<file path="config.mk">
export PLATFORM = sky130hd
export DESIGN_NAME = writeback_stage
export DESIGN_NICKNAME = d
export VERILOG_FILES = /design/src/rtl/silver_isa_pkg.sv /design/src/rtl/silver_pipe_pkg.sv /design/src/rtl/writeback_stage.sv
export SDC_FILE = /design/constraint.sdc
export NUM_CORES = 1
export LEC_CHECK = 0
export ABC_AREA = 1
export BUFFER_PORTS_ARGS = -buffer_cell sky130_fd_sc_hd__buf_4
export CAP_MARGIN = 10
export CORE_MARGIN = 2
export CORE_UTILIZATION = 34
export DETAILED_ROUTE_END_ITERATION = 8
export GPL_TIMING_DRIVEN = 0
export PLACE_DENSITY = 0.72
export RECOVER_POWER = 50
export REMOVE_ABC_BUFFERS = 1
export SYNTH_ARGS = -nofsm -noshare
export SYNTH_HDL_FRONTEND = slang
export SYNTH_SLANG_ARGS = --single-unit
</file>
<file path="constraint.sdc">
create_clock -name clk -period 0.8 [get_ports clk]
set_input_delay 0.04 -clock clk [delete_from_list [all_inputs] [get_ports clk]]
set_output_delay 0.04 -clock clk [all_outputs]
set_load 0.1 [all_outputs]
</file>
<file path="src/rtl/silver_isa_pkg.sv">
package silver_isa_pkg;

   typedef logic [31:0] word_t;
   typedef logic [5:0]  reg_addr_t;
   typedef logic [3:0]  func_t;
   typedef logic [1:0]  in_word_t;
   typedef logic [9:0]  out_word_t;

   // decoded opcodes, raw field values where they exist
   typedef enum logic [5:0] {
      op_normal              = 6'd0,
      op_shift               = 6'd1,
      op_out                 = 6'd6,
      op_in                  = 6'd7,
      op_jump                = 6'd9,
      op_jump_if_zero        = 6'd10,
      op_jump_if_not_zero    = 6'd11,
      op_load_constant       = 6'd13,
      op_load_upper_constant = 6'd14,
      op_invalid             = 6'd15
   } opcode_t;

   typedef enum logic [3:0] {
      fn_add, fn_add_with_carry, fn_sub, fn_carry,
      fn_overflow, fn_inc, fn_dec, fn_mul,
      fn_mul_hu, fn_and, fn_or, fn_xor,
      fn_equal, fn_less, fn_lower, fn_snd
   } alu_func_t;

   // instruction word layout, msb first
   typedef struct packed {
      logic       rw_imm;  // bit 31
      reg_addr_t  rw;      // 30:25
      logic       con;     // constant flag at bit 24
      logic       ra_imm;  // bit 23
      reg_addr_t  ra;      // 22:17
      logic       rb_imm;  // bit 16
      reg_addr_t  rb;      // 15:10
      func_t      func;    // 9:6
      logic [5:0] opcode;  // 5:0
   } instr_t;

   // opcode field all ones
   localparam word_t instr_invalid = 32'h0000_003f;

endpackage

</file>
<file path="src/rtl/silver_pipe_pkg.sv">
package silver_pipe_pkg;

   import silver_isa_pkg::*;

   typedef struct packed {
      logic   valid;
      word_t  pc;
      instr_t instr;
   } if_id_t;

   typedef struct packed {
      logic      valid;
      word_t     pc;
      opcode_t   opcode;
      alu_func_t func;
      word_t     a_val;
      word_t     b_val;
      word_t     w_val;
      reg_addr_t ra;
      reg_addr_t rb;
      reg_addr_t rw;
      logic      a_reg;   // operand came from the register file
      logic      b_reg;
      logic      w_reg;
      word_t     konst;
   } id_ex_t;

   typedef struct packed {
      logic      valid;
      opcode_t   opcode;
      reg_addr_t rw;
      logic      wr_en;
      word_t     result;
   } ex_mem_t;

   // same contents one stage later
   typedef ex_mem_t mem_wb_t;

   typedef struct packed {
      logic      en;
      reg_addr_t addr;
      word_t     data;
   } reg_write_t;

   typedef struct packed {
      logic  take;
      word_t target;
   } redirect_t;

   // operand source in execute
   typedef enum logic [1:0] {fwd_none, fwd_mem, fwd_wb} fwd_sel_t;

   // where a redirect target comes from
   typedef enum logic [1:0] {npc_step, npc_alu, npc_rel} npc_sel_t;

endpackage

</file>
<file path="src/rtl/writeback_stage.sv">
`timescale 1ns/1ns

module writeback_stage (
   input  logic                        clk,
   input  logic                        rst,
   input  silver_pipe_pkg::ex_mem_t    ex_mem,
   output silver_pipe_pkg::mem_wb_t    mem_wb,
   output silver_pipe_pkg::reg_write_t wr,
   output silver_isa_pkg::out_word_t   data_out
);
   import silver_isa_pkg::*;

   // memory stage register, no memory access left
   always_ff @(posedge clk) begin
      mem_wb <= ex_mem;
      if (rst) begin
         mem_wb.valid <= 1'b0;
      end
   end

   always_comb begin
      wr.en   = mem_wb.valid && mem_wb.wr_en;
      wr.addr = mem_wb.rw;
      wr.data = mem_wb.result;
   end

   // out updates as the instruction enters write-back
   always_ff @(posedge clk) begin
      if (rst) begin
         data_out <= '0;
      end else if (ex_mem.valid && ex_mem.opcode == op_out) begin
         data_out <= ex_mem.result[9:0];
      end
   end

endmodule

</file>
After elaboration in Yosys (flattened, before gate mapping)
Index checks and enable logic that the tools add are counted.
{ "totals": {"register_bits": 56, "out_inout_bits": 95, "wordCells": 9} }
{ "op_classes": {"eq_ne": 1, "n_reduce_logical": 2} }
{ "op_table": {"columns": ["cell", "count"], "rows": [
  ["$eq A6 B3 Y1 const B", 1],
  ["$logic_and A1 B1 Y1", 2]
]} }

Logic depth before layout (Yosys ltp)
Gate-level depths: netlist of run 1.
{ "logic_depth": {"ltp_word": 2, "depth_mapped": 6} }

Worst setup path before layout of run 1
Ideal clock, no wire load.
{ "synth_timing": {"path_kind": "register to output", "startpoint": "reg mem_wb[45] in the netlist's numbering", "endpoint": "out wr[38] in the netlist's numbering", "arrival_time_ns": 1.666, "t_required_ns": 0.760, "setup_slack_ns": -0.906, "path_stages_with_launch": 3, "path_cell_list": "dfxtp_1 > nand2_1 > inv_1"} }
{ "synth_lines": {"columns": ["element", "line", "rtl"], "rows": [
  ["from (decl)", "writeback_stage.sv:7", "output silver_pipe_pkg::mem_wb_t mem_wb,"],
  ["from (signal assigned)", "writeback_stage.sv:15", "mem_wb <= ex_mem;"],
  ["to (decl)", "writeback_stage.sv:8", "output silver_pipe_pkg::reg_write_t wr,"]
]} }

==> impl_results.md, run 1 <==
- Status: finished with violations
- Violated checks: negative setup slack
- Area delta synth->final: 168%
- ANT nets after route: 0
- Hold Path Depth: 2
- Hold Slack: 0.0662 ns
- Slew margin rel.: 0.698
- Post-synth top area cell: dfxtp_1
- Die width: 75.3 um
- Crit path max fanout: 2
- Largest net degree at the start of global routing: 18
- Design area: 4630 sq um
- Post-Route WL: 11,100 um
- Total track usage: 0.324
- Core Box Area: 4820 sq um
- Layout cells sized above 1: 0.715
- DRT iter0 DRCs: 115
- GPL Wtd Cong: 0.687
- Row Count: 25
- # setup viols final: 105
- Sequential share of power: 0.367
- Internal: 5.07 mW
- Number of global-route vias before repair: 1,927
- Min Tclk post-route: 1.01 ns
- Worst reg2reg path endpoint: data_out[0]
- Max Clock Skew: 0 ns
- Vias: 1,900
- Commonest non-fill, non-tap cell in the layout: buf_12
- First-pass GRT wire length: 12,700 um
- Vias/cell: 4.83
- Arrival time at the worst endpoint: 0.97 ns
- Placed cell count: 336
- Clock-pin slew on the worst setup and hold paths: 0.10 ns
- Sequential area share after synthesis: 0.649
- Die area: 5670 sq um
- Net count, final: 373
- GR Overflow Total: 0
- Netlist Area Pre-Place: 1730 sq um
- Synth area leaders: dfxtp_1, buf_4, nor2_1
- Post-detailed-placement cell area: 2590 sq um
- Port-buffer cells: 142
- Flop2flop setup slack: -0.08 ns
- Crit path required time: 0.76 ns
- Hold Vio Cnt, Final: 0
- Clk root buf: clkbuf_8
- Fill cells: 96
- Worst setup SP type: register
- Post-Place Worst Slack: -0.101 ns
- DR WL/cell: 28.2 um
- Overall power: 8.40 mW
- Pwr dens: 1820 nW/um^2
- CTS buffer count: 5
- Post-synthesis mux area share: 0
- Hold Path End: mem_wb[6]
- Crit. End Element: output port
- Crit path kind: reg -> out
- # IOs: 143
- MaxCap Viol Count: 0
- Worst r2r src: data_out[0]
- Hold path start: ex_mem[6]
- H-tree levels: 2
- Clock tree buffer depth: 2
- Most frequent cells in the layout: buf_12, dlygate4sd3_1, dfxtp_4, buf_4
- Sw frac: 0.396
- Gate Count Post-Synth: 165
- Pre-antenna DRT Iters: 4
- Clk_lat worst skew: 0.32 ns
- LEAKAGE: 2.11 nW
- Register area: 1290 sq um
- Library cells used by synthesis: 12
- Max IR drop VDD: 0.00183 V
- Reg2Reg Depth: 3
- Sink Count: 56
- Post-Layout Cell Count: 393
- Clock power frac: 0.245
- Syn Area/Cell: 10.5 sq um
- Ant. Diodes: 0
- Comb pwr share: 0.388
- CTS tree: done
- Max-slew violations: 0
- Hold Crit Class: in -> reg
- NetSw: 3.32 mW
- F_max: 992 MHz
- Starting Density: 0.359
- Synth Register Bits: 56
- Unrepaired setup endpoints after global routing: true
- Worst Max-Slew Pin Slew: 0.450 ns
- Area of the multi-input gates: 305 sq um
- Synth Area in XOR/XNOR: 0
- Final setup margin: -0.209 ns
- Post-synthesis adder-cell area fraction: 0
- Die height: 75.3 um
- Main combinational cell family by area after synthesis: buffers and inverters
- Synth top area share: 0.649
- Synth Warn #: 0
- Sum Neg Setup Slack: -13.82 ns
- Utilization after layout: 0.960
- Antenna violations before repair: 1
- Final worst path period share: 1.26
- Compound-Gate Fraction of Synth Area: 0
- # DRC: 0
- Post-Synth Simple-Gate Area: 0.145
- HPWL Detailed: 3460 um
## synthesized netlist by cell type (all sizes together)
| master | n |
|---|---|
| inv | 18 |
| clkinv | 1 |
| nand2 | 15 |
| buf | 38 |
| nor2 | 26 |
| nand3 | 11 |
| dfxtp | 56 |
## how the worst max path moves through the flow
stage                   to  startpoint  slack [ns]  cells after the start
6_report            wr[38]  mem_wb[45]       -0.21                      3
5_1_grt             wr[38]  mem_wb[45]       -0.23                      3
4_1_cts             wr[38]  mem_wb[45]       -0.18                      3
3_5_place_dp   data_out[2]  ex_mem[39]       -0.10                      7
3_3_place_gp   data_out[9]  ex_mem[39]       -0.09                      7
2_1_floorplan       wr[38]  mem_wb[45]       -0.91                      2
## layout make-up
| type | instances | area share |
|---|---|---|
| clock buffers | 6 | 0.0179 |
| clock inverters | 2 | 0.00839 |
| inverters | 19 | 0.0154 |
| multi-input cells | 52 | 0.0660 |
| flip-flops and latches | 56 | 0.279 |
| well taps | 67 | 0.0181 |
| repair buffers | 191 | 0.595 |
## timing repair
| action | 4_1_cts | 5_1_grt |
|---|---|---|
| gates resized for setup | 380 | 30 |
| setup endpoints to repair | 95 | 105 |
| pin swaps | 0 | 7 |
| buffers inserted | 2 | 4 |
| hold buffers | 47 | 0 |
| hold endpoints to repair | 46 | 0 |
## state kept, by name (all words and copies together), names as in the netlist
signal and count:
data_out 10, mem_wb 46
## layer usage
layer  share of wire  up-vias  GRT usage
met5               0        -          0
met4           0.037        0     0.0741
met3            0.10       34     0.0926
met2            0.52      167      0.582
met1            0.34      926      0.383
li1                -      773          -
## critical path, cell delays in order (launching register included)
cell and delay (ns):
dfxtp_2 0.36, nand2_2 0.05, inv_2 0.07, buf_12 0.17
## power groups by stage
stage          clock (mW)  sequential [mW]  combinational (mW)
2_1_floorplan           0             4.70              0.0843
3_3_place_gp            0             3.04                2.32
3_5_place_dp            0             3.04                2.33
4_1_cts              1.99             3.06                3.11
5_1_grt              2.15             3.09                3.29
6_report             2.06             3.08                3.25
## kinds of logic (layout without fill, tap and decap cells)
| logic type | count (synthesis) | in the layout |
|---|---|---|
| flip-flops | 56 | 56 |
| buffers and inverters | 57 | 218 |
| AND/OR/NAND/NOR | 52 | 52 |
(Power assumes the default switching activity.)
==> run 2, diff against run 1 <==
Settings changed: CORE_UTILIZATION 34 to 38, PLACE_DENSITY 0.72 to 0.76.
Clock period 0.8 ns to 1.1 ns, I/O delays scaled along.
==> run 2 against run 1 <==
Compared with the run above:
- the flow now finishes without violations
- largest power group is now sequential cells
- final area is 31% lower
- clock skew unchanged
- die area shrank 10%
- core utilization down 23 points
- critical path type is now in -> reg
==> impl_results.md, run 2 (synthesis results as in run 1) <==
- Status: complete, no violations
- H-tree levels: 2
- M1 WL: 1840 um
- CTS buffer count: 5
- Crit path required time: 1.30 ns
- Post-Route WL: 5150 um
- WP buf/inv: 3
- # DRC: 0
- First-pass GRT wire length: 7580 um
- Ant. Diodes: 0
- Worst r2r src: data_out[9]
- Die area: 5100 sq um
- Starting Density: 0.397
- Placed cell count: 321
- CTS tree: done
- Crit path kind: in -> reg
- Clk root buf: clkbuf_8
- # setup viols final: 0
- MaxCap Viol Count: 0
- Port-buffer cells: 142
- Vias/cell: 4.15
- Worst Max-Slew Pin Slew: 0.305 ns
- Sink Count: 56
- CP max stage delay: 0.54 ns
- Crit. End Element: register
- # IOs: 143
- Max IR drop VDD: 0.00104 V
- Largest net degree at the start of global routing: 16
- Clock tree buffer depth: 2
- Row Count: 24
- ANT nets after route: 0
- Commonest non-fill, non-tap cell in the layout: clkbuf_4
- Antenna violations before repair: 0
- Crit. Startpoint: ex_mem[45]
- Clock-pin slew on the worst setup and hold paths: 0.09 ns
- Biggest register: mem_wb
- Die width: 71.4 um
- F_max: 962 MHz
- CP max stage cell: dlygate4sd3_1
- Hold Crit Class: in -> reg
- Routed met3 length: 468 um
- Pre-antenna DRT Iters: 2
- Max-slew violations: 0
- DRT iter0 DRCs: 25
- Hold Vio Cnt, Final: 0
- Flop2flop setup slack: 0.53 ns
- Min Tclk post-route: 1.04 ns
- Worst setup SP type: primary input
- Crit path max-delay family: buffers and inverters
- Vias: 1,567
- Max Clock Skew: 0 ns
- Area of the multi-input gates: 285 sq um
- Area delta synth->final: 84.4%
- Most frequent cells in the layout: clkbuf_4, buf_4, dfxtp_1, dlygate4sd3_1, nor2_1
- LEAKAGE: 1.61 nW
- Core Box Area: 4350 sq um
- Pwr dens: 1620 nW/um^2
- CP endpoint: data_out[5]
- Overall power: 5.17 mW
- Layout cells sized above 1: 0.485
- GPL Wtd Cong: 0.671
- Net count, final: 374
- Number of global-route vias before repair: 1,586
- DR WL/cell: 13.6 um
- Arrival time at the worst endpoint: 1.24 ns
- Post-Layout Cell Count: 378
- Total track usage: 0.191
- Met2 Wirelength: 2810 um
- Biggest regs: mem_wb: 46 flops, data_out: 10 flops
- Worst-path cell chain: dlygate4sd3_1, buf_4, nand2_2, nor2_4, buf_6, nand3_1, nand2_1, nor2_1
- Clk_lat worst skew: 0.29 ns
- Slew margin rel.: 0.795
- Max reg flops: 46
- Top Metal Used: met4
- Die height: 71.4 um
- Final worst path period share: 0.945
- HPWL Detailed: 3270 um
- GR Overflow Total: 0
- Register area: 1120 sq um
- Crit path max fanout: 6
- Worst reg2reg path endpoint: data_out[9]
- Levels on crit path: 8
- Fill cells: 320
- Reg2Reg Depth: 2
run 2: worst min-delay path by stage:
stage                          start          end  slack (ns)  cells past startpoint
after global placement    ex_mem[28]   mem_wb[28]        0.16                      1
final                     ex_mem[41]   mem_wb[41]        0.11                      1
after detailed placement  ex_mem[11]   mem_wb[11]        0.16                      1
after floorplan            ex_mem[0]    mem_wb[0]        0.08                      0
after global routing      ex_mem[41]   mem_wb[41]        0.11                      1
after CTS                 ex_mem[42]  data_out[6]        0.19                      6
run 2: report_power, final:
| part | switching [mW] | internal [mW] |
|---|---|---|
| clock | 0.608 | 0.562 |
| combinational | 1.41 | 0.425 |
| sequential | 0.0473 | 2.12 |
run 2: what timing repair did:
action / in CTS / in global routing
resized for setup: 0 / 10
hold endpoints to repair: 46 / 0
setup endpoints to repair: 0 / 11
buffers inserted: 0 / 2
hold buffers: 47 / 0
run 2: layer usage:
metal  vias up  global-route usage
met5         -                   0
met1       704               0.204
met2        84               0.370
met4         0              0.0210
li1        775                   -
met3         4              0.0661
run 2: layout make-up:
class,instances,area share
inverter,19,0.0224
multi-input combinational,54,0.0895
clock buffer,7,0.0302
tap,52,0.0204
timing repair buffer,190,0.486
sequential,56,0.352
run 2: stage by stage:
stage / utilization / TNS, ns / cell area, sq um / worst slack [ns] / hold WS [ns]
6_report: 0.732 / 0 / 3190 / 0.0604 / 0.106
5_1_grt: 0.732 / -0.0111 / 3190 / -0.00898 / 0.107
4_1_cts: 0.721 / 0 / 3140 / 0.0181 / 0.192
3_5_place_dp: 0.591 / 0 / 2570 / 0.168 / 0.161
3_3_place_gp: 0.591 / 0 / 2570 / 0.196 / 0.160
2_1_floorplan: - / -40.31 / 1440 / -0.621 / 0.0827
