### src/rtl/silver_isa_pkg.sv
package silver_isa_pkg;

   typedef logic [31:0] word_t;
   typedef logic [5:0]  reg_addr_t;
   typedef logic [3:0]  func_t;
   typedef logic [1:0]  in_word_t;
   typedef logic [9:0]  out_word_t;

   // decoded opcodes, raw field values where they exist
   typedef enum logic [5:0] {
      op_normal              = 6'd0,
      op_shift               = 6'd1,
      op_out                 = 6'd6,
      op_in                  = 6'd7,
      op_jump                = 6'd9,
      op_jump_if_zero        = 6'd10,
      op_jump_if_not_zero    = 6'd11,
      op_load_constant       = 6'd13,
      op_load_upper_constant = 6'd14,
      op_invalid             = 6'd15
   } opcode_t;

   typedef enum logic [3:0] {
      fn_add, fn_add_with_carry, fn_sub, fn_carry,
      fn_overflow, fn_inc, fn_dec, fn_mul,
      fn_mul_hu, fn_and, fn_or, fn_xor,
      fn_equal, fn_less, fn_lower, fn_snd
   } alu_func_t;

   // instruction word layout, msb first
   typedef struct packed {
      logic       rw_imm;  // bit 31
      reg_addr_t  rw;      // 30:25
      logic       con;     // constant flag at bit 24
      logic       ra_imm;  // bit 23
      reg_addr_t  ra;      // 22:17
      logic       rb_imm;  // bit 16
      reg_addr_t  rb;      // 15:10
      func_t      func;    // 9:6
      logic [5:0] opcode;  // 5:0
   } instr_t;

   // opcode field all ones
   localparam word_t instr_invalid = 32'h0000_003f;

endpackage

### src/rtl/silver_pipe_pkg.sv
package silver_pipe_pkg;

   import silver_isa_pkg::*;

   typedef struct packed {
      logic   valid;
      word_t  pc;
      instr_t instr;
   } if_id_t;

   typedef struct packed {
      logic      valid;
      word_t     pc;
      opcode_t   opcode;
      alu_func_t func;
      word_t     a_val;
      word_t     b_val;
      word_t     w_val;
      reg_addr_t ra;
      reg_addr_t rb;
      reg_addr_t rw;
      logic      a_reg;   // operand came from the register file
      logic      b_reg;
      logic      w_reg;
      word_t     konst;
   } id_ex_t;

   typedef struct packed {
      logic      valid;
      opcode_t   opcode;
      reg_addr_t rw;
      logic      wr_en;
      word_t     result;
   } ex_mem_t;

   // same contents one stage later
   typedef ex_mem_t mem_wb_t;

   typedef struct packed {
      logic      en;
      reg_addr_t addr;
      word_t     data;
   } reg_write_t;

   typedef struct packed {
      logic  take;
      word_t target;
   } redirect_t;

   // operand source in execute
   typedef enum logic [1:0] {fwd_none, fwd_mem, fwd_wb} fwd_sel_t;

   // where a redirect target comes from
   typedef enum logic [1:0] {npc_step, npc_alu, npc_rel} npc_sel_t;

endpackage

### src/rtl/fetch_stage.sv
`timescale 1ns/1ns

module fetch_stage #(
   parameter silver_isa_pkg::word_t reset_pc = '0
) (
   input  logic                       clk,
   input  logic                       rst,
   input  silver_pipe_pkg::redirect_t redirect,
   input  silver_isa_pkg::word_t      inst_rdata,
   output silver_isa_pkg::word_t      pc,
   output silver_pipe_pkg::if_id_t    if_id
);
   import silver_isa_pkg::*;
   import silver_pipe_pkg::*;

   word_t  pc_next;
   if_id_t fetched;

   assign pc_next = redirect.take ? redirect.target : pc + 32'd4;

   always_comb begin
      fetched.valid = !redirect.take;
      fetched.pc    = pc;
      // squashed slot carries an invalid word
      if (redirect.take) begin
         fetched.instr = instr_t'(instr_invalid);
      end else begin
         fetched.instr = instr_t'(inst_rdata);
      end
   end

   always_ff @(posedge clk) begin
      if (rst) begin
         pc <= reset_pc;
      end else begin
         pc <= pc_next;
      end
   end

   always_ff @(posedge clk) begin
      if_id <= fetched;
      if (rst) begin
         if_id.valid <= 1'b0;
      end
   end

   a_fetch_squash: assert property (@(posedge clk) disable iff (rst)
      redirect.take |=> !if_id.valid);

endmodule

### config.mk
export PLATFORM = sky130hd
export DESIGN_NAME = fetch_stage
export DESIGN_NICKNAME = d
export VERILOG_FILES = /design/src/rtl/silver_isa_pkg.sv /design/src/rtl/silver_pipe_pkg.sv /design/src/rtl/fetch_stage.sv
export SDC_FILE = /design/constraint.sdc
export NUM_CORES = 1
export LEC_CHECK = 0
export BUFFER_PORTS_ARGS = -buffer_cell sky130_fd_sc_hd__clkbuf_2
export CORE_ASPECT_RATIO = 0.9
export CORE_UTILIZATION = 49
export DETAILED_ROUTE_END_ITERATION = 16
export PLACE_DENSITY = 0.93
export SYNTH_ARGS = -nofsm -noshare
export SYNTH_HDL_FRONTEND = slang
export SYNTH_SLANG_ARGS = --single-unit
### constraint.sdc
create_clock -name clk -period 4.8 [get_ports clk]
set_input_delay 0.48 -clock clk [delete_from_list [all_inputs] [get_ports clk]]
set_output_delay 0.48 -clock clk [all_outputs]
set_load 0.1 [all_outputs]
; Word level (Yosys, flattened, before mapping)
; Index checks and enable logic that the tools add are counted.
[word_totals]
reg_bits = 97
inputBits = 67
output_inout_bits = 97
elab_cells = 15
[classes]
addsub = 1
muxes = 1
n_reduce_logical = 1
[op_table]
columns = operator, n
row1 = "32-bit by 3-bit adder with 32-bit output, second input constant", 1
row2 = 32-bit two-way mux, 1
row3 = 1-bit logical NOT, 1

; Logic depth before layout (Yosys ltp)
; Gate-level depths: netlist of run 1.
[depth]
ltp_word = 2
depth_mapped = 6
mapped_depth_nobuf = 5

; Worst setup path before layout of run 1
; OpenSTA, ideal clock, no wires.
[synth_path]
path_kind = reg2reg
start = register pc[2]
end = register pc[26]
setup_time_ns = 0.091
arrival_ns = 2.012
t_required_ns = 4.709
path_slack_ns = 2.697
path_stages_with_launch = 7
n_path_buf = 1
period_less_slack_ns = 2.103
cell_sequence = dfxtp_1 -> ha_1 -> nand4_4 -> or3_1 -> buf_6 -> or4_1 -> a311oi_1
[synth_via]
elab_chain_cells = 2
[synth_lines]
columns = element, line
row1 = "start, declared", fetch_stage.sv:10  ; output silver_isa_pkg::word_t pc,
row2 = "start signal, assigned", fetch_stage.sv:34  ; pc <= reset_pc;
row3 = "start signal, assigned", fetch_stage.sv:36  ; pc <= pc_next;
row4 = 32-bit by 3-bit adder with 32-bit output, fetch_stage.sv:19  ; assign pc_next = redirect.take ? redirect.target : pc + 32'd4;
row5 = 32-bit two-way mux, fetch_stage.sv:19
; Every way passes these cells.
; A chain may end at the register's enable or synchronous reset.

; Worst setup path in the final report of run 1
[layout_path]
start = register pc[7]
end = register pc[27]
; The elaborated chain is that of the path after synthesis.

==> results.txt, run 1 <==
Status -> complete, no violations
Antenna cells -> 0
Clock Tree Buf Depth -> 2
Static leakage -> 1.97 nW
Cell Chain, Critical Path -> nand3_1 -> or3_1 -> o41a_1 -> a2111oi_0
Most frequent cells in the layout -> clkbuf_2, dfxtp_1, nor2b_1, nor2_1, nand2_1
Cell area power density -> 449 nW/µm²
Period utilization -> 51.9%
RSZ-0062 raised after global routing -> false
Top cell type's share of synthesized area -> 54.3%
Vias per cell -> 5.10
Post-CTS setup buffer count -> 0
Met1 global-route usage -> 26.8%
Final wirelength -> 7950 µm
Core Area -> 7040 µm²
Clk pwr share -> 28.9%
Commonest non-fill, non-tap cell in the layout -> clkbuf_2
Pin count of the biggest net entering global routing -> 64
Async SR Flop Fraction -> 0%
Final design area excluding fillers -> 4420 µm²
Worst Clk Skew -> 10.0 ps
Number of antenna-violating nets in the routed design -> 0
Placed cells -> 566
Largest cells by area after synthesis -> dfxtp_1, buf_4, nor2b_1
Worst-Skew Late Latency -> 360 ps
Register share of total power -> 45.1%
NetSw -> 753 µW
Routed vias -> 2969
Met3 Use GR -> 7.97%
Worst EP arrival -> 2720 ps
Die area -> 7640 µm²
Worst min path class -> in2reg
Internal cell power -> 1.23 mW
Reg-to-Reg Start -> pc[7]
Layout area overhead -> 23.6%
Main flop type after synthesis -> dfxtp_1
Max stage delay on crit path -> 710 ps
VDD IR-drop max -> 293 µV
Comb pwr share -> 26.0%
Min cycle time layout -> 2490 ps
H-tree depth -> 3
Critical Path Sink Type -> register
DR iter-0 viols -> 126
Vias in the first global route -> 2724
Crit path max fanout -> 14
Finished Layout Cells -> 582
Worst-Margin Slew -> 1150 ps
Worst Setup Start Kind -> register
Power, Total -> 1.98 mW
Finish-stage setup viols -> 0
Chip width -> 92.0 µm
Post-synthesis area per instance -> 9.96 µm²
Critical Path Start -> pc[7]
Worst rel slew slack -> 23.0%
FMAX -> 402 MHz
CTS tree -> done
Synth warnings -> 0
Fillers -> 627
Post-DP Area -> 4200 µm²
Worst EP required -> 5030 ps
Synth cell types -> 41
Post-DP HPWL -> 5690 µm
Storage cell area -> 1940 µm²
Register area share after synthesis -> 54.3%
Clock buffer count from CTS -> 9
Remaining Overflow, GRT -> 0
Synthesized area -> 3570 µm²
Max Slew Vio Count -> 0
Die Y -> 83.0 µm
Post_cts resized -> 0
Cells after Synth -> 359
Reg clk slew, reported paths -> 90 ps
EDFF count, synth -> 0
Max-cap violations -> 0
Crit Path Class -> reg2reg
Initial antenna violation count -> 0
CTS sink count -> 97
Total GRT Usage -> 21.3%
Drt wl/cell -> 13.7 µm
Clock Tree Root -> clkbuf_8
Port Buffers -> 163
Final TNS setup -> 0 ps
Starting Density -> 50.8%
First-pass GRT wire length -> 12800 µm
GRT met2 Usage -> 34.5%
Gp weighted congestion -> 0.755
Layout cells sized above 1 -> 38.9%
DRC -> 0
Hold Crit Start -> inst_rdata[2]
Drt pass-1 iters -> 4
Synth Register Bits -> 97
Sw frac -> 37.9%
Mapped Nets -> 427
Critical-path top delay cell -> or3_1
Yosys top cell by area -> dfxtp_1
I/O Pins -> 164
GR peak layer -> met2
# rows -> 29
Final nets -> 552
Multi-input logic area -> 1280 µm²
# hold bufs at CTS -> 0
Final Hold Viols -> 0
power by group through the flow:
stage                     Clock [mW]  Combinational [mW]  Sequential [mW]
final                          0.574               0.516            0.895
after global routing           0.623               0.532            0.902
after CTS                      0.589               0.517            0.895
after detailed placement           0               0.517            0.914
after global placement             0               0.512            0.911
after floorplan                    0               0.218             1.14
critical path, delay by kind of cell, from the launching register on:
family	cells	cell delay (ps)
compound gates	2	830
simple gates	2	1080
flops	1	460
flip-flops by register name, summed over array words and instances (netlist names):
| name | cells |
|---|---|
| if_id | 65 |
| pc | 32 |
synth_stat cells (2+ instances only):
| cell | instances |
|---|---|
| dfxtp_1 | 97 |
| buf_4 | 32 |
| nor2_1 | 30 |
| nor2b_1 | 30 |
| nand2_1 | 22 |
| clkbuf_1 | 14 |
| nor4_1 | 13 |
| a211oi_1 | 9 |
| inv_1 | 9 |
| xnor2_1 | 9 |
| a311oi_1 | 8 |
| nand3_1 | 8 |
| nand4_1 | 7 |
| or2_2 | 7 |
| a2111oi_0 | 5 |
| a21oi_1 | 5 |
| and4_1 | 4 |
| nor3_1 | 4 |
| o31ai_1 | 4 |
| or3_1 | 4 |
| or4_1 | 4 |
| mux2i_1 | 3 |
| o21ai_0 | 3 |
| o31a_1 | 3 |
| o41a_1 | 3 |
| and3_1 | 2 |
| buf_1 | 2 |
| nand2b_1 | 2 |
| nor4bb_1 | 2 |
| or3_2 | 2 |
| xor2_1 | 2 |
metrics by stage:
stage	hold slack, ps	setup slack (ps)	utilization (%)
3_5_place_dp	364	2200	59.6
4_1_cts	283	2330	62.7
6_report	297	2310	62.7
3_3_place_gp	356	2270	59.6
5_1_grt	275	2090	62.7
2_1_floorplan	351	2700	-
cell families (layout without fill, tap and decap cells):
group           Yosys count  after routing  share of synthesized area [%]
compound gates           44             44                           9.63
xor+xnor                 11             11                           2.70
fa+ha+maj                 1              1                          0.350
buf+inv                  59            189                           9.80
flops                    97             97                           54.3
mux                       3              3                          0.840
simple gates            144            144                           22.4
metal layers:
layer / up-vias / share of wire [%]
met5: - / 0
met4: 0 / 0.86
met3: 5 / 6.8
met2: 111 / 47
met1: 1383 / 45
li1: 1470 / -
layout make-up:
class	count	area share [%]
clock buffer	10	2.89
clock inverter	6	2.07
inverter	9	0.765
multi-input combinational	203	29.0
sequential	97	44.0
tap	93	2.63
timing repair buffer	164	18.6
worst paths after layout:
| check | end | slack [ps] | depth (start not counted) |
|---|---|---|---|
| max | pc[27] | 2310 | 4 |
| min | if_id[2] | 300 | 2 |
| max reg2reg | pc[27] | 2310 | 4 |
| min reg2reg | if_id[33] | 380 | 0 |
(Power assumes the default switching activity.)
==> run 2, diff against run 1 <==
- CORE_UTILIZATION: 49 -> 42
- PLACE_DENSITY: 0.93 -> 0.86
- clock period: 4.8 -> 2.2 ns (I/O delays scaled with it)
==> run 2 against run 1 <==
Compared with the run above:
- total power grew 120%
- fmax up 22%
- sequential share of layout area shrank 1.2 points
- critical path type unchanged
- highest routed layer unchanged
- critical path depth is the same
- die area rose by 16%
==> results.txt, run 2 (synthesis gave the netlist of run 1 again) <==
I/O Pins -> 164 (unchanged)
Sw frac -> 37.5% (-0.47 points)
Internal cell power -> 2.69 mW (+120%)
Reg2reg end -> pc[27]
Die area -> 8880 µm² (+16%)
Worst-Skew Late Latency -> 350 ps (about the same)
Static leakage -> 2.05 nW (+4.3%)
Worst Setup Start Kind -> register
Clk pwr share -> 27.8% (-1.1 points)
Max stage delay on crit path -> 530 ps (-180 ps)
H-tree depth -> 3 (unchanged)
Gp weighted congestion -> 0.827 (+9.4%)
Layout cells sized above 1 -> 41.2% (+2.3 points)
Final Hold Viols -> 0 (unchanged)
Critical Path Sink Type -> register
Most frequent cells in the layout -> clkbuf_2, dfxtp_1, nor2b_1, nor2_1, nand2_1
Commonest non-fill, non-tap cell in the layout -> clkbuf_2
FF-to-FF path depth -> 4 (unchanged)
Worst path top cell family by delay -> simple AND/OR/NAND/NOR gates
CTS sink count -> 97 (unchanged)
DR iter-0 viols -> 218 (+73%)
RSZ-0062 raised after global routing -> false
Worst-Margin Slew -> 701 ps (-453 ps)
Number of antenna-violating nets in the routed design -> 0 (unchanged)
Drt wl/cell -> 14.1 µm (+3.3%)
Worst Setup Slack, final -> 160 ps (-2150 ps)
Finish-stage setup viols -> 0 (unchanged)
Fin util -> 55.7% (-7.0 points)
Clock Tree Root -> clkbuf_8
Worst rel slew slack -> 53.3% (+30 points)
DRC -> 0 (unchanged)
Worst EP required -> 2420 ps (-2610 ps)
Starting Density -> 43.9% (-6.9 points)
Regs by FF count -> if_id (65), pc (32)
Cell Chain, Critical Path -> nand3_1 -> or3_4 -> o41a_1 -> a2111oi_0
Worst EP arrival -> 2260 ps (-460 ps)
Post-DP Area -> 4330 µm² (+3.0%)
Reg-to-Reg Start -> pc[8]
Core Area -> 8150 µm² (+16%)
Placed cells -> 588 (+3.9%)
Antenna cells -> 0 (unchanged)
First-pass GRT wire length -> 13100 µm (+2.2%)
Layout area overhead -> 27.0%
CTS tree -> done
Final wirelength -> 8490 µm (+6.9%)
Worst Hold End -> if_id[3]
Final design area excluding fillers -> 4540 µm² (+2.8%)
R2R Setup Slk -> 160 ps (-2150 ps)
Power, Total -> 4.30 mW (+120%)
Flip-flop count of the largest register after layout -> 65 (unchanged)
Register share of total power -> 45.2% (about the same)
Period utilization -> 92.7% (+41 points)
Cell area power density -> 947 nW/µm² (+110%)
Clock buffer count from CTS -> 9 (unchanged)
Die Y -> 89.5 µm (+7.8%)
Critical-path top delay cell -> or3_4
Crit Path Class -> reg2reg
# hold bufs at CTS -> 0 (unchanged)
VDD IR-drop max -> 548 µV (+87%)
Initial antenna violation count -> 0 (unchanged)
Final TNS setup -> 0 ps (unchanged)
Largest reg by FF count -> if_id
Pin count of the biggest net entering global routing -> 42 (-34%)
Setup WS pre-CTS -> 87.0 ps (-2110 ps)
Status -> complete, no violations
Final nets -> 568 (+2.9%)
Crit path max fanout -> 14 (unchanged)
Comb pwr share -> 27.0% (+1.0 points)
Port Buffers -> 163 (unchanged)
Clock Tree Buf Depth -> 2 (unchanged)
Worst Clk Skew -> 8.78 ps (-1.25 ps)
Finished Layout Cells -> 602 (+3.4%)
Post-DP HPWL -> 6430 µm (+13%)
Min cycle time layout -> 2040 ps (-450 ps)
Max-cap violations -> 0 (unchanged)
Chip width -> 99.2 µm (+7.8%)
Vias in the first global route -> 2842 (+4.3%)
Total GRT Usage -> 18.9% (-2.4 points)
Remaining Overflow, GRT -> 0 (unchanged)
Worst Hold Depth -> 2 (unchanged)
Reg clk slew, reported paths -> 90 ps (about the same)
Worst hold slack -> 46.3 ps (-251 ps)
NetSw -> 1.61 mW (+110%)
# rows -> 31 (+6.9%)
Worst min path class -> in2reg
Vias per cell -> 5.11 (+0.16%)
Max Slew Vio Count -> 0 (unchanged)
Routed vias -> 3076 (+3.6%)
FMAX -> 490 MHz (+22%)
Hold Crit Start -> inst_rdata[3]
Drt pass-1 iters -> 4 (unchanged)
WP buf/inv -> 0 (unchanged)
-- run 2: worst max path at each step --
stage	from	end	slack [ps]	cells past startpoint
after CTS	pc[3]	pc[26]	60	5
final	pc[8]	pc[27]	160	4
after global routing	pc[13]	pc[21]	20	4
after global placement	pc[2]	pc[26]	160	5
after floorplan	pc[2]	pc[26]	100	6
after detailed placement	pc[3]	pc[26]	90	5
-- run 2: area by class of cell --
type | instances | area (µm²)
Multi-Input combinational cell | 203 | 1290
Fill cell | 731 | 3600
Clock buffer | 9 | 124
Sequential cell | 97 | 1940
Clock inverter | 5 | 81.3
Timing Repair Buffer | 180 | 943
Tap cell | 99 | 124
Inverter | 9 | 33.8
-- run 2: worst register-to-register path, stage by stage (launching register included) --
cell and delay, ps:
dfxtp_1 420, nand3_1 230, or3_4 530, o41a_1 390, a2111oi_0 340
-- run 2: per-layer routing --
| layer | wire, µm | GRT usage, % |
|---|---|---|
| met1 | 3650 | 23.0 |
| met3 | 687 | 5.63 |
| met2 | 4050 | 32.4 |
| met4 | 108 | 6.15 |
| met5 | 0 | 0 |
-- run 2: timing repair --
| action | CTS | global route |
|---|---|---|
| gates resized for setup | 0 | 2 |
| setup buffers | 0 | 0 |
| setup endpoints to repair | 0 | 6 |
-- run 2: power by group through the flow --
stage,Sequential [mW],Clock [mW],Combinational (mW)
after global routing,1.96,1.30,1.20
after detailed placement,1.99,0,1.16
after global placement,1.98,0,1.16
after floorplan,2.50,0,0.476
final,1.94,1.20,1.16
after CTS,1.94,1.23,1.16
