**src/rtl/silver_isa_pkg.sv**
```systemverilog
package silver_isa_pkg;

   typedef logic [31:0] word_t;
   typedef logic [5:0]  reg_addr_t;
   typedef logic [3:0]  func_t;
   typedef logic [1:0]  in_word_t;
   typedef logic [9:0]  out_word_t;

   // decoded opcodes, raw field values where they exist
   typedef enum logic [5:0] {
      op_normal              = 6'd0,
      op_shift               = 6'd1,
      op_out                 = 6'd6,
      op_in                  = 6'd7,
      op_jump                = 6'd9,
      op_jump_if_zero        = 6'd10,
      op_jump_if_not_zero    = 6'd11,
      op_load_constant       = 6'd13,
      op_load_upper_constant = 6'd14,
      op_invalid             = 6'd15
   } opcode_t;

   typedef enum logic [3:0] {
      fn_add, fn_add_with_carry, fn_sub, fn_carry,
      fn_overflow, fn_inc, fn_dec, fn_mul,
      fn_mul_hu, fn_and, fn_or, fn_xor,
      fn_equal, fn_less, fn_lower, fn_snd
   } alu_func_t;

   // instruction word layout, msb first
   typedef struct packed {
      logic       rw_imm;  // bit 31
      reg_addr_t  rw;      // 30:25
      logic       con;     // constant flag at bit 24
      logic       ra_imm;  // bit 23
      reg_addr_t  ra;      // 22:17
      logic       rb_imm;  // bit 16
      reg_addr_t  rb;      // 15:10
      func_t      func;    // 9:6
      logic [5:0] opcode;  // 5:0
   } instr_t;

   // opcode field all ones
   localparam word_t instr_invalid = 32'h0000_003f;

endpackage

```
**src/rtl/silver_pipe_pkg.sv**
```systemverilog
package silver_pipe_pkg;

   import silver_isa_pkg::*;

   typedef struct packed {
      logic   valid;
      word_t  pc;
      instr_t instr;
   } if_id_t;

   typedef struct packed {
      logic      valid;
      word_t     pc;
      opcode_t   opcode;
      alu_func_t func;
      word_t     a_val;
      word_t     b_val;
      word_t     w_val;
      reg_addr_t ra;
      reg_addr_t rb;
      reg_addr_t rw;
      logic      a_reg;   // operand came from the register file
      logic      b_reg;
      logic      w_reg;
      word_t     konst;
   } id_ex_t;

   typedef struct packed {
      logic      valid;
      opcode_t   opcode;
      reg_addr_t rw;
      logic      wr_en;
      word_t     result;
   } ex_mem_t;

   // same contents one stage later
   typedef ex_mem_t mem_wb_t;

   typedef struct packed {
      logic      en;
      reg_addr_t addr;
      word_t     data;
   } reg_write_t;

   typedef struct packed {
      logic  take;
      word_t target;
   } redirect_t;

   // operand source in execute
   typedef enum logic [1:0] {fwd_none, fwd_mem, fwd_wb} fwd_sel_t;

   // where a redirect target comes from
   typedef enum logic [1:0] {npc_step, npc_alu, npc_rel} npc_sel_t;

endpackage

```
**src/rtl/alu_shift.sv**
```systemverilog
`timescale 1ns/1ns

module alu_shift (
   input  logic                      clk,
   input  logic                      rst,
   input  logic                      enable,
   input  silver_isa_pkg::alu_func_t func,
   input  silver_isa_pkg::word_t     a,
   input  silver_isa_pkg::word_t     b,
   input  silver_isa_pkg::word_t     shift_a,
   input  silver_isa_pkg::word_t     shift_b,
   output silver_isa_pkg::word_t     alu_res,
   output silver_isa_pkg::word_t     shift_res
);
   import silver_isa_pkg::*;

   logic        carry_flag;
   logic        overflow_flag;
   logic [32:0] sum;
   word_t       diff;
   logic [63:0] prod;
   logic [63:0] rot;
   logic        add_ovf;
   logic        sub_ovf;

   assign sum     = {1'b0, a} + {1'b0, b} + {32'b0, carry_flag && func == fn_add_with_carry};
   assign diff    = a - b;
   assign prod    = {32'b0, a} * {32'b0, b};
   assign add_ovf = (a[31] == b[31]) && (sum[31] != a[31]);
   assign sub_ovf = (a[31] != b[31]) && (diff[31] != a[31]);
   assign rot     = {shift_a, shift_a} >> shift_b[4:0];  // rotate by bV mod 32

   always_comb begin
      case (func)
         fn_add, fn_add_with_carry: alu_res = sum[31:0];
         fn_sub:      alu_res = diff;
         fn_carry:    alu_res = {31'b0, carry_flag};
         fn_overflow: alu_res = {31'b0, overflow_flag};
         fn_inc:      alu_res = a + 32'd1;
         fn_dec:      alu_res = a - 32'd1;
         fn_mul:      alu_res = prod[31:0];
         fn_mul_hu:   alu_res = prod[63:32];
         fn_and:      alu_res = a & b;
         fn_or:       alu_res = a | b;
         fn_xor:      alu_res = a ^ b;
         fn_equal:    alu_res = {31'b0, a == b};
         fn_less:     alu_res = {31'b0, $signed(a) < $signed(b)};
         fn_lower:    alu_res = {31'b0, a < b};
         default:     alu_res = b;  // snd
      endcase
   end

   always_comb begin
      case (func[1:0])
         2'd0:    shift_res = shift_a << shift_b;
         2'd1:    shift_res = shift_a >> shift_b;
         2'd2:    shift_res = word_t'($signed(shift_a) >>> shift_b);
         default: shift_res = rot[31:0];
      endcase
   end

   always_ff @(posedge clk) begin
      if (rst) begin
         carry_flag    <= 1'b0;
         overflow_flag <= 1'b0;
      end else if (enable) begin
         case (func)
            fn_add: begin
               carry_flag    <= sum[32];
               overflow_flag <= add_ovf;
            end
            fn_add_with_carry: carry_flag <= sum[32];
            fn_sub:            overflow_flag <= sub_ovf;
            default: ;
         endcase
      end
   end

endmodule

```
**src/rtl/execute_stage.sv**
```systemverilog
`timescale 1ns/1ns

module execute_stage (
   input  logic                       clk,
   input  logic                       rst,
   input  silver_pipe_pkg::id_ex_t    id_ex,
   input  silver_pipe_pkg::mem_wb_t   mem_wb,
   input  silver_isa_pkg::in_word_t   data_in,
   output silver_pipe_pkg::redirect_t redirect,
   output silver_pipe_pkg::ex_mem_t   ex_mem
);
   import silver_isa_pkg::*;
   import silver_pipe_pkg::*;

   word_t    a_val;
   word_t    b_val;
   word_t    w_val;
   word_t    alu_a;
   word_t    alu_b;
   word_t    alu_res;
   word_t    shift_res;
   word_t    pc_plus4;
   npc_sel_t npc_sel;
   ex_mem_t  nxt;

   // the youngest producer wins
   function automatic word_t fwd_val(input logic from_reg, input reg_addr_t r, input word_t dec,
                                     input ex_mem_t em, input mem_wb_t mw);
      fwd_sel_t sel;
      sel = fwd_none;
      if (from_reg && mw.valid && mw.wr_en && mw.rw == r) begin
         sel = fwd_wb;
      end
      if (from_reg && em.valid && em.wr_en && em.rw == r) begin
         sel = fwd_mem;
      end
      case (sel)
         fwd_mem: return em.result;
         fwd_wb:  return mw.result;
         default: return dec;
      endcase
   endfunction

   always_comb begin
      a_val = fwd_val(id_ex.a_reg, id_ex.ra, id_ex.a_val, ex_mem, mem_wb);
      b_val = fwd_val(id_ex.b_reg, id_ex.rb, id_ex.b_val, ex_mem, mem_wb);
      w_val = fwd_val(id_ex.w_reg, id_ex.rw, id_ex.w_val, ex_mem, mem_wb);
   end

   assign pc_plus4 = id_ex.pc + 32'd4;
   assign alu_a    = (id_ex.opcode == op_jump) ? id_ex.pc : a_val;
   assign alu_b    = (id_ex.opcode == op_jump) ? a_val : b_val;

   alu_shift u_alu (
      .clk(clk), .rst(rst), .enable(id_ex.valid), .func(id_ex.func),
      .a(alu_a), .b(alu_b), .shift_a(a_val), .shift_b(b_val),
      .alu_res(alu_res), .shift_res(shift_res)
   );

   always_comb begin
      npc_sel = npc_step;
      if (id_ex.valid) begin
         case (id_ex.opcode)
            op_jump:             npc_sel = npc_alu;
            op_jump_if_zero:     npc_sel = (alu_res == '0) ? npc_rel : npc_step;
            op_jump_if_not_zero: npc_sel = (alu_res != '0) ? npc_rel : npc_step;
            default: ;
         endcase
      end
      redirect.take   = npc_sel != npc_step;
      redirect.target = (npc_sel == npc_alu) ? alu_res : id_ex.pc + w_val;
   end

   always_comb begin
      nxt.valid  = id_ex.valid;
      nxt.opcode = id_ex.opcode;
      nxt.rw     = id_ex.rw;
      nxt.wr_en  = !(id_ex.opcode inside {op_jump_if_zero, op_jump_if_not_zero, op_invalid});
      case (id_ex.opcode)
         op_shift:               nxt.result = shift_res;
         op_in:                  nxt.result = word_t'(data_in);
         op_jump:                nxt.result = pc_plus4;  // link
         op_load_constant:       nxt.result = id_ex.konst;
         op_load_upper_constant: nxt.result = {id_ex.konst[8:0], w_val[22:0]};
         default:                nxt.result = alu_res;
      endcase
   end

   always_ff @(posedge clk) begin
      ex_mem <= nxt;
      if (rst) begin
         ex_mem.valid <= 1'b0;
      end
   end

   a_redirect_jump: assert property (@(posedge clk) disable iff (rst)
      redirect.take |-> id_ex.valid &&
         id_ex.opcode inside {op_jump, op_jump_if_zero, op_jump_if_not_zero});

endmodule

```
**config.mk**
```make
export PLATFORM = sky130hd
export DESIGN_NAME = execute_stage
export DESIGN_NICKNAME = d
export VERILOG_FILES = /design/src/rtl/silver_isa_pkg.sv /design/src/rtl/silver_pipe_pkg.sv /design/src/rtl/alu_shift.sv /design/src/rtl/execute_stage.sv
export SDC_FILE = /design/constraint.sdc
export NUM_CORES = 2
export LEC_CHECK = 0
export BUFFER_PORTS_ARGS = -buffer_cell sky130_fd_sc_hd__buf_2
export CAP_MARGIN = 40
export CORE_MARGIN = 5
export CORE_UTILIZATION = 40
export CTS_BUF_LIST = sky130_fd_sc_hd__clkbuf_4
export CTS_CLUSTER_SIZE = 25
export DETAILED_ROUTE_END_ITERATION = 6
export HOLD_SLACK_MARGIN = 0.15
export PLACE_DENSITY_LB_ADDON = 0.12
export SYNTH_ARGS = -nofsm -noshare
export SYNTH_HDL_FRONTEND = slang
export SYNTH_SLANG_ARGS = --single-unit
```
**constraint.sdc**
```tcl
create_clock -name clk -period 17.5 [get_ports clk]
set_input_delay 0.875 -clock clk [delete_from_list [all_inputs] [get_ports clk]]
set_output_delay 0.875 -clock clk [all_outputs]
set_load 0.005 [all_outputs]
```
* Word level (Yosys, flattened, before mapping) *
Cells that the tools add are included.

cells by class
  add/sub/neg operators = 7
  $mul = 1
  $lt $le $gt $ge = 2
  equal/unequal tests = 42
  shift operators = 4
  multiplexer cells = 20
  bitwise gates (word level) = 3
  reductions and logical operators = 32

operator list
  operator                                                              count
  32-bit one-hot mux with 14 select lines                               1
  32-bit one-hot mux with 2 select lines                                3
  32-bit one-hot mux with 5 select lines                                1
  32-bit 2-to-1 mux                                                     3
  32-bit one-hot mux with 3 select lines                                1
  32-bit < comparator                                                   2
  32-bit by 32-bit multiplier with 64-bit output                        1
  64-bit by 5-bit >> shifter with 32-bit output                         1
  6-bit by 4-bit == test with 1-bit output, second input constant       6
  6-bit == test                                                         6
  32-bit by 32-bit adder with 33-bit output                             1
  33-bit by 1-bit adder with 33-bit output                              1
  32-bit by 1-bit adder with 32-bit output, second input constant       1
  32-bit by 3-bit adder with 32-bit output, second input constant       1
  32-bit adder                                                          1
  32-bit AND                                                            1
  32-bit == test                                                        1
  32-bit zero test                                                      1
  32-bit OR                                                             1
  32-bit nonzero test                                                   1
  32-bit by 32-bit << shifter with 32-bit output                        1
  32-bit by 32-bit >> shifter with 32-bit output                        1
  32-bit by 32-bit >>> shifter with 32-bit output                       1
  32-bit by 1-bit subtractor with 32-bit output, second input constant  1
  23 further kinds                                                      72

storage, ports and cells
  bits in registers = 48
  input port bits = 242
  logic and storage cells = 118

* Logic depth before layout (Yosys ltp) *
  depth in word-level cells = 17
  gate-level depth with buffers = 48
  depth with buffers taken out = 39

* Hierarchy *
Synthesis repeated with hierarchy kept, for this count alone.

unflattened totals
  cells, all modules = 6867
  area, all modules = 52370.2 um^2

by module, submodules not included
  module         times used  cells each  area each (um^2)  seq. area each (um^2)
  alu_shift      1           5698        44858.0           40.0
  execute_stage  1           1169        7512.2            920.9

* Worst setup path after synthesis *
OpenSTA, ideal clock, no wires.

  path kind = input to output
  start point = in id_ex[153] in the netlist's numbering
  end point = out redirect[32] in the netlist's numbering
  data arrival time = 11136 ps
  data required time = 16625 ps
  slack = 5489 ps
  stages on the path = 43
  path buffers = 10
  cell sequence = inv_1 -> nor3_1 -> nor2b_1 -> buf_2 -> buf_2 -> buf_2 -> buf_2 -> buf_1 -> buf_2 -> buf_2 -> buf_1 -> nand2_1 -> nand2_1 -> clkbuf_1 -> ha_1 -> inv_1 -> fa_1 -> fa_1 -> [7 not listed] -> fa_1 -> inv_1 -> ha_1 -> clkbuf_1 -> nand2_1 -> o21ai_0 -> o21bai_1 -> a2111o_1 -> a31oi_1 -> o21ai_0 -> o21ai_1 -> xnor2_1 -> o22ai_1 -> or4b_1 -> nor4_2 -> nand4_1 -> mux2i_1 -> nand3_1

RTL lines
  what                RTL line            text
  start: declaration  execute_stage.sv:6  input silver_pipe_pkg::id_ex_t id_ex,
  end: declaration    execute_stage.sv:9  output silver_pipe_pkg::redirect_t redirect,

==> insert_results.sql <==
INSERT INTO impl_metrics (metric_group, metric, value, unit) VALUES
('flow_run', 'cap_violations', '0', ''),
('global_routing', 'antenna_violations_before_repair', '37', ''),
('yosys', 'synth-seq-cells', '48', ''),
('yosys', 'asyncSetResetFlopFracSynth', '0', '%'),
('clocking', 'clk_transition_reported_paths', '0.20', 'ns'),
('route', 'vias', '55200', ''),
('setup_path', 'worst_setup_path_end_kind', 'primary output', ''),
('final_layout', 'final_nets', '8789', ''),
('floorplanning', 'fp.dieH', '372', 'um'),
('floorplanning', 'initial_core_util', '40.1', '%'),
('yosys', 'ys_top_cells_by_area', 'fa_1 34%, ha_1 10%, nor2_1 7.9%, inv_1 6.9%, nand2_1 6.6%', ''),
('sta', 'timing.final.crit_period', '14.87', 'ns'),
('route', 'drt_first_pass_iters', '7', ''),
('placement', 'dp.final_hpwl', '237000', 'um'),
('sta', 'maxSlewHeadroom', '25.7', '%'),
('placement', 'place_inst', '8970', ''),
('yosys', 'synth_flop_cell', 'dfxtp_1', ''),
('clocking', 'cts_inserted_buffers', '5', ''),
('setup_path', 'timing.critical_path.from_type', 'flop', ''),
('yosys', 'synth_largest_area_cell', 'fa_1', ''),
('status', 'run_status', 'complete, but fails checks', ''),
('clocking', 'tritoncts', 'done', ''),
('sta', 'finalHoldViolCount', '0', ''),
('route', 'drt-vias-per-instance', '6.13', ''),
('route', 'drtAntennaViolNets', '0', ''),
('sta', 'final_critical_path_setup_slack', '2.63', 'ns'),
('route', 'route.final.wire_length', '292000', 'um'),
('floorplanning', 'placement_rows', '133', ''),
('floorplanning', 'ios', '321', ''),
('global_routing', 'grt_first_pass_wirelength', '408000', 'um'),
('yosys', 'synth_cell_type_count', '99', ''),
('yosys', 'netlist_top_cells_count', '1101 x nor2_1, 972 x inv_1, 925 x nand2_1, 900 x fa_1, 440 x a21oi_1', ''),
('floorplanning', 'dieArea', '139000', 'um^2'),
('sta', 'max_slew.worst_pin.slew', '1.11', 'ns'),
('floorplanning', 'die_w', '372', 'um'),
('setup_path', 'crit_type', 'flop to primary output', ''),
('clocking', 'cts_hold_buf', '0', ''),
('setup_path', 'timing.critical_path.mode_cell', 'fa_1', ''),
('yosys', 'syn_nets', '8641', ''),
('yosys', 'post_synth_instance_area', '52500', 'um^2'),
('final_layout', 'fillCellCount', '13800', ''),
('setup_path', 'max_stage_delay', '0.87', 'ns'),
('yosys', 'postSynthCellCount', '7076', ''),
('setup_path', 'path_max_fanout', '35', ''),
('final_layout', 'final_layout_size_suffix_gt1_share', '9.97', '%'),
('final_layout', 'layout-area-overhead-vs-synth', '8.79', '%'),
('hold_path', 'kind_of_path_behind_the_tightest_hold_check', 'primary input to flop', ''),
('clocking', 'cts-htree-levels', '2', ''),
('placement', 'gp_congestion', '1.04', ''),
('setup_path', 'critPathSlowestCell', 'o32ai_2', ''),
('global_routing', 'number_of_global_route_vias_before_repair', '54100', ''),
('sta', 'layout_worst_path_cycle_share', '85.0', '%'),
('clocking', 'cts.sinks', '48', ''),
('setup_path', 'critical_path_arrival', '14.00', 'ns'),
('yosys', 'postSynthAreaPerCell', '7.42', 'um^2'),
('clocking', 'clk_latency', '0.56', 'ns'),
('placement', 'placement.setup.worst_slack', '2.71', 'ns'),
('clocking', 'cts_buffer_depth', '2', ''),
('final_layout', 'final_core_utilization', '43.6', '%'),
('sta', 'setup_viol', '0', ''),
('sta', 'fin_worst_skew', '0.0285', 'ns'),
('clocking', 'clock_tree.root_cell', 'clkbuf_4', ''),
('yosys', 'synth-edff-count', '0', ''),
('global_routing', 'grtUsageTotal', '41.4', '%'),
('global_routing', 'globalRoute.totalOverflow', '0', ''),
('sta', 'finalMaxSlewViolations', '0', ''),
('floorplanning', 'core_area', '131000', 'um^2'),
('yosys', 'yosysSeqAreaShare', '1.83', '%'),
('clocking', 'post_cts_buffers', '0', ''),
('clocking', 'post_cts_resize_count', '0', ''),
('sta', 'totalNegativeSetupSlack', '0', 'ns'),
('route', 'detailedRoute.firstIterationViolations', '6502', ''),
('status', 'violated_checks', 'design-rule violations', ''),
('route', 'drc', '6', ''),
('route', 'detail_route.wl_per_cell', '32.5', 'um'),
('setup_path', 'worst_ep_required_time', '16.62', 'ns'),
('sta', 'rsz0062_at_grt', 'no', ''),
('placement', 'portBuffers', '314', ''),
('sta', 'max_freq', '0.0672', 'GHz'),
('yosys', 'synthesis.yosys.warnings', '0', ''),
('yosys', 'post-synth-top-count-cell', 'nor2_1', ''),
('yosys', 'synth_top_cell_area_share', '34.3', '%'),
('global_routing', 'grt_start_max_net_pins', '80', ''),
('final_layout', 'stdcell_count', '8999', '');
==> sequential cells by signal, summed over array words and instances, names as in the netlist <==
name	flops
ex_mem	46
u_alu.carry_flag	1
u_alu.overflow_flag	1
==> metal layers <==
| metal | up-vias | GRT usage (%) | share of wire, % |
|---|---|---|---|
| met5 | - | 0 | 0.037 |
| met4 | 16 | 22.9 | 7.0 |
| met3 | 721 | 10.0 | 10 |
| met2 | 3210 | 63.3 | 43 |
| met1 | 27800 | 53.9 | 40 |
| li1 | 23500 | - | - |
==> through the flow <==
| step | hold WS [ns] | instance area, um^2 |
|---|---|---|
| final | 0.456 | 57100 |
| after global routing | 0.454 | 57100 |
| after CTS | 0.452 | 57100 |
| after detailed placement | 0.559 | 57000 |
| after global placement | 0.560 | 56500 |
| after floorplan | 0.473 | 52500 |
==> cell usage in the layout (no fill, tap or decap), types with 43 or more instances in the layout <==
cell and n:
a211oi_1 61, a21o_1 85, a21oi_1 436, a31oi_1 59
buf_2 322, buf_4 252, dfxtp_1 48, fa_1 900
ha_1 423, inv_1 970, mux2i_1 119, nand2_1 923
nand2b_1 43, nand3_1 113, nand4_1 54, nor2_1 1095
nor3_1 93, o211ai_1 55, o21ai_0 249, o22ai_1 60
xnor2_1 96, xor2_1 69
==> path summary, 6_finish.rpt <==
| path | startpoint | endpoint | slack (ns) | cells after the start |
|---|---|---|---|---|
| setup / recovery | ex_mem[37] | redirect[32] | 2.63 | 40 |
| hold / removal | id_ex[158] | ex_mem[44] | 0.46 | 1 |
| setup reg to reg | ex_mem[37] | ex_mem[26] | 4.63 | 34 |
| hold reg to reg | u_alu.overflow_flag | u_alu.overflow_flag | 0.59 | 2 |
==> cell type report <==
class	count	area [um^2]	share of cell area, %
Inverter	987	3700	6.49
Antenna cell	20	50.0	0.0876
Sequential cell	48	961	1.68
Clock buffer	5	37.5	0.0657
Multi-Input combinational cell	5592	46300	81.1
Timing Repair Buffer	590	3830	6.70
Clock inverter	2	12.5	0.0219
Tap cell	1755	2200	3.84
==> cells by family (layout without fill, tap and decap cells) <==
family / after synthesis / after routing / share of synthesized area, %
flops: 48 / 48 / 1.83
buf+inv: 1436 / 1584 / 10.4
compound gates: 1411 / 1411 / 17.4
simple gates: 2554 / 2554 / 20.5
xor+xnor: 165 / 165 / 2.75
mux: 139 / 139 / 2.71
other cells: 0 / 20 / 0
fa+ha+maj: 1323 / 1323 / 44.4
==> worst max-delay path: cells and delay by family, from the launching register on <==
family	cells	cell delay, ns
adders and majority gates	9	4.31
AOI/OAI and AO/OA	9	3.11
and+or+nand+nor	10	3.00
buffers and inverters	10	2.13
DFF	1	0.42
muxes	1	0.19
xor gates and xnor gates	1	0.18
Power is left out: the tool's default activity adds up to more than one toggle a clock period on the data nets, which glitch-free logic cannot reach.
